<file path="src/cpu_pkg.sv">
`default_nettype none

package cpu_pkg;

    localparam int WORD_WIDTH = 16;

    typedef logic [WORD_WIDTH-1:0] word_t;
    typedef logic [1:0] reg_idx_t;

    typedef enum logic [2:0] {
        ALU_ADD    = 3'd0,
        ALU_SUB    = 3'd1,
        ALU_AND    = 3'd2,
        ALU_OR     = 3'd3,
        ALU_NOT    = 3'd4,  // Unary on src_a
        ALU_SHL    = 3'd5,
        ALU_SRA    = 3'd6,
        ALU_PASS_B = 3'd7   // Immediates arrive on src_b
    } alu_op_t;

    // EX/MEM bundle, 56 bits
    typedef struct packed {
        word_t    alu_result;
        word_t    store_data;
        reg_idx_t rd;
        logic     mem_read;
        logic     mem_write;
        logic     reg_write;
        logic     mem_to_reg;
        logic     is_wwd;
        word_t    wwd_data;
        logic     is_halt;
    } ex_mem_t;

    typedef struct packed {
        word_t    wb_data;
        reg_idx_t rd;
        logic     reg_write;
        logic     is_wwd;
        word_t    wwd_data;
        logic     is_halt;
    } mem_wb_t;

endpackage

`default_nettype wire

</file>
<file path="src/alu_exec.sv">
`timescale 1ns/1ps
`default_nettype none

module alu_exec (
    input  logic               clk,
    input  logic               reset_n,
    input  logic               in_valid,
    input  cpu_pkg::alu_op_t   alu_op,
    input  cpu_pkg::word_t     src_a,
    input  cpu_pkg::word_t     src_b,
    input  cpu_pkg::word_t     store_data,
    input  cpu_pkg::reg_idx_t  rd,
    input  logic               mem_read,
    input  logic               mem_write,
    input  logic               reg_write,
    input  logic               mem_to_reg,
    input  logic               is_wwd,
    input  logic               is_halt,
    output logic               ex_valid,
    output cpu_pkg::ex_mem_t   ex_payload
);

    logic           halt_seen;
    cpu_pkg::word_t alu_result;

    always_comb begin
        case (alu_op)
            cpu_pkg::ALU_ADD:    alu_result = src_a + src_b;
            cpu_pkg::ALU_SUB:    alu_result = src_a - src_b;
            cpu_pkg::ALU_AND:    alu_result = src_a & src_b;
            cpu_pkg::ALU_OR:     alu_result = src_a | src_b;
            cpu_pkg::ALU_NOT:    alu_result = ~src_a;
            cpu_pkg::ALU_SHL:    alu_result = src_a << 1;
            cpu_pkg::ALU_SRA:    alu_result = cpu_pkg::word_t'($signed(src_a) >>> 1);
            cpu_pkg::ALU_PASS_B: alu_result = src_b;
            default:             alu_result = '0;
        endcase
    end

    // Nothing issues once a halt has gone down the pipe
    assign ex_valid = in_valid && !halt_seen;

    always_ff @(posedge clk) begin
        if (reset_n) begin
            halt_seen <= 1'b0;
        end else if (ex_valid && is_halt) begin
            halt_seen <= 1'b1;
        end
    end

    always_comb begin
        ex_payload            = '0;
        ex_payload.alu_result = alu_result;
        ex_payload.store_data = store_data;
        ex_payload.rd         = rd;
        ex_payload.mem_read   = mem_read;
        ex_payload.mem_write  = mem_write;
        ex_payload.reg_write  = reg_write;
        ex_payload.mem_to_reg = mem_to_reg;
        ex_payload.is_wwd     = is_wwd;
        ex_payload.wwd_data   = src_a;  // WWD shows the first operand
        ex_payload.is_halt    = is_halt;
    end

    a_no_read_and_write: assert property (
        @(posedge clk) disable iff (reset_n)
        in_valid |-> !(mem_read && mem_write)
    ) else $error("alu_exec: mem_read and mem_write both set on a valid input");

endmodule

`default_nettype wire

</file>
<file path="src/stage_reg.sv">
`timescale 1ns/1ps
`default_nettype none

module stage_reg #(
    parameter type payload_t = logic [7:0]
) (
    input  logic     clk,
    input  logic     reset_n,
    input  logic     in_valid,
    input  payload_t in_payload,
    output logic     out_valid,
    output payload_t out_payload
);

    always_ff @(posedge clk) begin
        if (reset_n) begin
            out_valid <= 1'b0;
        end else begin
            out_valid <= in_valid;
        end
    end

    // Zero payload clears the control fields too
    always_ff @(posedge clk) begin
        if (reset_n) begin
            out_payload <= '0;
        end else begin
            out_payload <= in_payload;
        end
    end

    a_valid_known: assert property (
        @(posedge clk) disable iff (reset_n)
        !$isunknown(out_valid)
    ) else $error("stage_reg: out_valid unknown after reset");

endmodule

`default_nettype wire

</file>
<file path="src/mem_access.sv">
`timescale 1ns/1ps
`default_nettype none

module mem_access #(
    parameter int DMEM_DEPTH = 256
) (
    input  logic             clk,
    input  logic             reset_n,
    input  logic             in_valid,
    input  cpu_pkg::ex_mem_t in_payload,
    output logic             mem_valid,
    output cpu_pkg::mem_wb_t mem_payload
);

    localparam int ADDR_W = (DMEM_DEPTH > 1) ? $clog2(DMEM_DEPTH) : 1;

    cpu_pkg::word_t dmem [DMEM_DEPTH];
    logic [ADDR_W-1:0] addr;

    cpu_pkg::word_t    rdata_q;
    cpu_pkg::word_t    alu_q;
    cpu_pkg::word_t    wwd_data_q;
    cpu_pkg::reg_idx_t rd_q;
    logic              valid_q;
    logic              reg_write_q;
    logic              mem_to_reg_q;
    logic              is_wwd_q;
    logic              is_halt_q;

    assign addr = in_payload.alu_result[ADDR_W-1:0];

    // Read-before-write, output register on the RAM
    always_ff @(posedge clk) begin
        if (in_valid && in_payload.mem_write) begin
            dmem[addr] <= in_payload.store_data;
        end
        if (in_valid && in_payload.mem_read) begin
            rdata_q <= dmem[addr];
        end
        alu_q      <= in_payload.alu_result;
        wwd_data_q <= in_payload.wwd_data;
        rd_q       <= in_payload.rd;
    end

    always_ff @(posedge clk) begin
        if (reset_n) begin
            valid_q      <= 1'b0;
            reg_write_q  <= 1'b0;
            mem_to_reg_q <= 1'b0;
            is_wwd_q     <= 1'b0;
            is_halt_q    <= 1'b0;
        end else begin
            valid_q      <= in_valid;
            reg_write_q  <= in_payload.reg_write;
            mem_to_reg_q <= in_payload.mem_to_reg;
            is_wwd_q     <= in_payload.is_wwd;
            is_halt_q    <= in_payload.is_halt;
        end
    end

    assign mem_valid = valid_q;

    always_comb begin
        mem_payload           = '0;
        mem_payload.wb_data   = mem_to_reg_q ? rdata_q : alu_q;  // Load or ALU result
        mem_payload.rd        = rd_q;
        mem_payload.reg_write = reg_write_q;
        mem_payload.is_wwd    = is_wwd_q;
        mem_payload.wwd_data  = wwd_data_q;
        mem_payload.is_halt   = is_halt_q;
    end

    a_addr_in_range: assert property (
        @(posedge clk) disable iff (reset_n)
        (in_valid && (in_payload.mem_read || in_payload.mem_write))
            |-> (int'(in_payload.alu_result) < DMEM_DEPTH)
    ) else $error("mem_access: address %h beyond data memory", in_payload.alu_result);

endmodule

`default_nettype wire

</file>
<file path="src/backend_top.sv">
`timescale 1ns/1ps
`default_nettype none

module backend_top #(
    parameter int DMEM_DEPTH = 256
) (
    input  logic              clk,
    input  logic              reset_n,
    input  logic              in_valid,
    input  cpu_pkg::alu_op_t  alu_op,
    input  cpu_pkg::word_t    src_a,
    input  cpu_pkg::word_t    src_b,
    input  cpu_pkg::word_t    store_data,
    input  cpu_pkg::reg_idx_t rd,
    input  logic              mem_read,
    input  logic              mem_write,
    input  logic              reg_write,
    input  logic              mem_to_reg,
    input  logic              is_wwd,
    input  logic              is_halt,
    output logic              wb_valid,
    output cpu_pkg::reg_idx_t wb_rd,
    output cpu_pkg::word_t    wb_data,
    output logic              wb_reg_write,
    output logic              wwd_valid,
    output cpu_pkg::word_t    wwd_data,
    output logic              halted
);

    logic             ex_valid;
    cpu_pkg::ex_mem_t ex_payload;
    logic             exm_valid;
    cpu_pkg::ex_mem_t exm_payload;
    logic             mem_valid;
    cpu_pkg::mem_wb_t mem_payload;
    logic             mwb_valid;
    cpu_pkg::mem_wb_t mwb_payload;
    logic             halt_q;

    alu_exec u_alu_exec (
        .clk        (clk),
        .reset_n    (reset_n),
        .in_valid   (in_valid),
        .alu_op     (alu_op),
        .src_a      (src_a),
        .src_b      (src_b),
        .store_data (store_data),
        .rd         (rd),
        .mem_read   (mem_read),
        .mem_write  (mem_write),
        .reg_write  (reg_write),
        .mem_to_reg (mem_to_reg),
        .is_wwd     (is_wwd),
        .is_halt    (is_halt),
        .ex_valid   (ex_valid),
        .ex_payload (ex_payload)
    );

    stage_reg #(.payload_t(cpu_pkg::ex_mem_t)) ex_mem_reg (
        .clk         (clk),
        .reset_n     (reset_n),
        .in_valid    (ex_valid),
        .in_payload  (ex_payload),
        .out_valid   (exm_valid),
        .out_payload (exm_payload)
    );

    mem_access #(.DMEM_DEPTH(DMEM_DEPTH)) u_mem_access (
        .clk         (clk),
        .reset_n     (reset_n),
        .in_valid    (exm_valid),
        .in_payload  (exm_payload),
        .mem_valid   (mem_valid),
        .mem_payload (mem_payload)
    );

    stage_reg #(.payload_t(cpu_pkg::mem_wb_t)) mem_wb_reg (
        .clk         (clk),
        .reset_n     (reset_n),
        .in_valid    (mem_valid),
        .in_payload  (mem_payload),
        .out_valid   (mwb_valid),
        .out_payload (mwb_payload)
    );

    // Sticky once the halt reaches writeback
    always_ff @(posedge clk) begin
        if (reset_n) begin
            halt_q <= 1'b0;
        end else if (mwb_valid && mwb_payload.is_halt) begin
            halt_q <= 1'b1;
        end
    end

    assign wb_valid     = mwb_valid;
    assign wb_rd        = mwb_payload.rd;
    assign wb_data      = mwb_payload.wb_data;
    assign wb_reg_write = mwb_valid && mwb_payload.reg_write;
    assign wwd_valid    = mwb_valid && mwb_payload.is_wwd;
    assign wwd_data     = mwb_payload.wwd_data;
    assign halted       = halt_q || (mwb_valid && mwb_payload.is_halt);

endmodule

`default_nettype wire

</file>
<file path="config.mk">
export PLATFORM = sky130hd
export DESIGN_NAME = backend_top
export DESIGN_NICKNAME = d
export VERILOG_FILES = /design/src/cpu_pkg.sv /design/src/alu_exec.sv /design/src/stage_reg.sv /design/src/mem_access.sv /design/src/backend_top.sv
export SDC_FILE = /design/constraint.sdc
export NUM_CORES = 2
export LEC_CHECK = 0
export ABC_CLOCK_PERIOD_IN_PS = 4000
export BUFFER_PORTS_ARGS = -buffer_cell sky130_fd_sc_hd__buf_2
export CELL_PAD_IN_SITES_DETAIL_PLACEMENT = 0
export CELL_PAD_IN_SITES_GLOBAL_PLACEMENT = 1
export CORE_ASPECT_RATIO = 1.25
export CORE_MARGIN = 2
export CORE_UTILIZATION = 30
export DETAILED_ROUTE_END_ITERATION = 10
export PLACE_DENSITY = 0.53
export SYNTH_ARGS = -nofsm -noshare
export SYNTH_HDL_FRONTEND = slang
export SYNTH_SLANG_ARGS = --single-unit
</file>
<file path="constraint.sdc">
create_clock -name clk -period 4 [get_ports clk]
set_input_delay 0.4 -clock clk [delete_from_list [all_inputs] [get_ports clk]]
set_output_delay 0.4 -clock clk [all_outputs]
set_load 0.05 [all_outputs]
</file>
==> impl_results.md <==
- Status: finished with violations
- Failing checks: capacitance limit
- Fin area: 192,000 um2
- R2R Setup Slk: 0.009 ns
- Critical Path Max Stage Delay: 0.71 ns
- Die W: 661 um
- Routed wl met3: 23,800 um
- Flop pwr share: 51.0%
- Clk pin slew, worst setup/hold paths: 0.06 ns
- Worst Hold Class: input pin to register
- Met2 wire length: 250,000 um
- Register area share after synthesis: 77.9%
- Seq. cell area: 126,000 um2
- Net count after synthesis: 7,232
- Clock Path Buffers: 4
- Share of cells above drive strength 1: 33.6%
- Maximum VDD drop: 0.342 mV
- Clock Latency Late Sink: 1.04 ns
- Final WS setup: 0.00871 ns
- GRT Overall Usage: 17.5%
- Final nets: 8,124
- Vias in the first global route: 81,900
- Synth Instances: 7,151
- H-tree Lvls: 5
- Slowest-stage cell, CP: or4_1
- M1 wire length: 197,000 um
- Number of synthesized flops with an enable pin: 4,112
- TritonRoute pass-1 iters: 5
- Psw: 22.1 mW
- TritonCTS buffer count: 411
- PwrDens: 501 nW/um2
- Area of the multi-input gates: 34,100 um2
- I/O pin total: 100
- WP buf/inv: 2
- Share of flip-flops with an asynchronous set or reset: 0%
- Fin crit period: 3.99 ns
- Port Buf Inserts: 99
- Vias/cell: 5.09
- Row count: 301
- Placeable Area: 538,000 um2
- RSZ-0062 raised after global routing: no
- Final setup fails: 0
- Stages on the worst setup path: 7
- Setup Slack @ Placement: -0.973 ns
- F_max: 251 MHz
- Comb power frac: 8.5%
- Internal power: 74.3 mW
- First-pass GRT wire length: 672,000 um
- Synth Cell Area: 162,000 um2
- DRC viols: 0
- DIE AREA: 546,000 um2
- Worst hold slack: 0.131 ns
- Die Ht: 826 um
- FF-to-FF End: u_mem_access.rdata_q[12]
- Grt ovf: 0
- Worst setup endpoint: u_mem_access.rdata_q[12]
- Crit share post-route: 99.8%
- Critical Path End Type: register
- DRT iter0 DRCs: 7,933
- DR vias: 79,000
- Arr. time, crit path: 4.76 ns
- DRT Wirelength: 486,000 um
- Slew HR: 2.17%
- Ys flop type: edfxtp_1
- R2R cell count: 7
- Required @ worst endpoint: 4.77 ns
- Dpl cells: 14,700
- Worst setup path class: register to register
- Ordered list of cells on the worst path: buf_12 > buf_4 > mux4_2 > mux2i_1 > o22ai_1 > or4_1 > or4_1
- Initial antenna violation count: 25
- Startpoint Class: register
- Starting density of the core: 30.1%
- Synth unique cells: 65
- RePlAce Congestion: 0.809
- R2R Path Start: ex_mem_reg.out_payload[41]
- Antenna Nets Post-Route: 0
- Clock sinks: 4,248
- Root buffer cell: clkbuf_16
- Final slew viol count: 0
- Layout Cells excl Fill: 15,500
- DR WL/cell: 31.3 um
- CP Launch Point: ex_mem_reg.out_payload[41]
- Pleak: 60.7 nW
- TritonCTS clock tree: built
- Top Metal Used: met5
- Crit-path max FO: 45
- Max-cap violations: 1
- Largest net degree at the start of global routing: 121
- Family with the most delay on the worst path: simple AND/OR/NAND/NOR gates
- Final hold vios: 0
- Post-DP Area: 178,000 um2
- Slew @ Worst Pin: 1.46 ns
- Area Overhead vs Synth: 18.7%
- Sw frac: 23.0%
- Syn_area_per_cell: 22.7 um2
- Fill cell count: 49,300
- Final worst clock skew: 0.0693 ns
- Critical path's most frequent cell: or4_1
- Yosys reg bits: 4,248
- Clock network fraction of design power: 40.5%
- Hpwl dp: 301,000 um
- Synth warnings: 0
cell type report:
| cell class | instances | area share, % |
|---|---|---|
| Antenna cell | 9 | 0.0117 |
| Clock buffer | 519 | 5.73 |
| Clock inverter | 231 | 1.20 |
| Inverter | 16 | 0.0351 |
| Multi-Input combinational cell | 2441 | 17.8 |
| Sequential cell | 4248 | 65.7 |
| Tap cell | 7120 | 4.63 |
| Timing Repair Buffer | 925 | 4.97 |
cells in the final DEF, fill, tap and decap left out, types with 17 or more instances in the layout:
cell type	n
edfxtp_1	4112
mux4_2	1122
buf_4	535
clkbuf_16	422
buf_12	213
nor2_2	183
nor2_1	147
dfxtp_1	114
buf_2	98
a22oi_1	97
a22o_1	89
a221oi_1	88
nand2_1	85
a21oi_1	84
clkbuf_1	84
nor2b_1	82
mux2i_1	81
clkinv_2	80
clkinv_1	75
dlygate4sd3_1	75
o22ai_1	53
o21ai_0	43
bufinv_16	40
nand3_1	30
nor3_1	22
dfxtp_4	20
ha_1	18
nand2_2	17
worst register-to-register path, stage by stage, from the launching register on:
cell and delay (ns):
dfxtp_4 0.52, buf_12 0.35, buf_4 0.42, mux4_2 0.35, mux2i_1 0.63, o22ai_1 0.22
or4_1 0.71, or4_1 0.55
power groups by stage:
stage / logic [mW] / registers [mW] / clock network [mW]
floorplan: 4.25 / 50.2 / 0
global placement: 8.14 / 50.1 / 0
detailed placement: 8.19 / 50.1 / 0
CTS: 8.32 / 49.2 / 40.0
global route: 8.54 / 49.2 / 41.4
finish: 8.18 / 49.2 / 39.1
Yosys cell counts (4+ instances only):
master / number / share of area [%]
a211oi_1: 9 / 0.042
a21o_1: 6 / 0.028
a21oi_1: 84 / 0.26
a221oi_1: 97 / 0.52
a22o_1: 89 / 0.48
a22oi_1: 97 / 0.45
a31oi_1: 8 / 0.031
a32oi_1: 7 / 0.038
and2_1: 6 / 0.023
and3_1: 5 / 0.019
and4_1: 5 / 0.027
buf_1: 23 / 0.053
buf_2: 97 / 0.30
buf_4: 79 / 0.37
buf_6: 22 / 0.15
clkbuf_1: 225 / 0.52
dfxtp_1: 136 / 1.7
edfxtp_1: 4112 / 76
ha_1: 18 / 0.14
inv_1: 14 / 0.032
mux2i_1: 83 / 0.51
mux4_2: 1122 / 16
nand2_1: 102 / 0.24
nand2b_1: 10 / 0.039
nand3_1: 30 / 0.093
nand4_1: 6 / 0.023
nor2_1: 333 / 0.77
nor2b_1: 83 / 0.32
nor3_1: 24 / 0.074
nor4_1: 6 / 0.023
o2111ai_1: 5 / 0.027
o211ai_1: 7 / 0.032
o21a_1: 6 / 0.028
o21ai_0: 46 / 0.14
o22a_1: 5 / 0.027
o22ai_1: 54 / 0.21
o31a_1: 4 / 0.022
o31ai_1: 4 / 0.019
o32ai_1: 10 / 0.054
or3_1: 8 / 0.031
or4_1: 6 / 0.028
xnor2_1: 12 / 0.065
xor2_1: 13 / 0.070
worst min-delay path by stage:
stage,from,end,slack (ns),cells past startpoint
after detailed placement,ex_mem_reg.out_payload[14],u_mem_access.wwd_data_q[13],0.31,0
after floorplan,ex_mem_reg.out_payload[50],u_mem_access.alu_q[10],0.31,0
after global routing,rd[0],ex_mem_reg.out_payload[22],0.14,3
final,src_b[13],ex_mem_reg.out_payload[55],0.13,6
after global placement,ex_mem_reg.out_payload[15],u_mem_access.wwd_data_q[14],0.31,0
after CTS,src_b[13],ex_mem_reg.out_payload[55],0.03,6
layer usage:
| layer | up-vias | track usage (%) |
|---|---|---|
| met1 | 43600 | 22.5 |
| met3 | 591 | 2.05 |
| met4 | 4 | 5.32 |
| met2 | 2533 | 30.8 |
| met5 | - | 0 |
| li1 | 32200 | - |
registers in the layout, summed over array words and instances (netlist names):
register and flops:
u_mem_access.alu_q 16, u_mem_access.mem_valid 1, mem_wb_reg.out_valid 1, ex_mem_reg.out_payload 56, u_mem_access.wwd_data_q 16, u_mem_access.rdata_q 16, u_mem_access.is_halt_q 1, u_mem_access.dmem 4096
halt_q 1, mem_wb_reg.out_payload 37, u_mem_access.mem_to_reg_q 1, u_mem_access.is_wwd_q 1, u_alu_exec.halt_seen 1, ex_mem_reg.out_valid 1, u_mem_access.rd_q 2, u_mem_access.reg_write_q 1
logic make-up after synthesis:
family,after synthesis,share of synthesized area (%)
DFF,4248,77.9
muxes,1205,16.1
and+or+nand+nor,634,1.76
AOI/OAI and AO/OA,558,2.52
buffers and inverters,462,1.43
xor gates and xnor gates,25,0.135
adders and majority gates,19,0.151
timing repair:
item                       CTS  global route
buffers inserted             3             0
gates resized for setup     21             6
hold buffers                75             0
pin swaps                    1             1
setup endpoints to repair   15             6
hold endpoints to repair    70             0
per-stage QoR:
step / util, % / setup TNS (ns) / total power [mW]
4_1_cts: 35.8 / 0 / 97.5
3_3_place_gp: 33.1 / -4.84 / 58.3
2_1_floorplan: - / 0 / 54.5
3_5_place_dp: 33.1 / -4.85 / 58.3
6_report: 35.8 / 0 / 96.4
5_1_grt: 35.8 / 0 / 99.1
No activity file was read; power rests on OpenSTA's default activity.
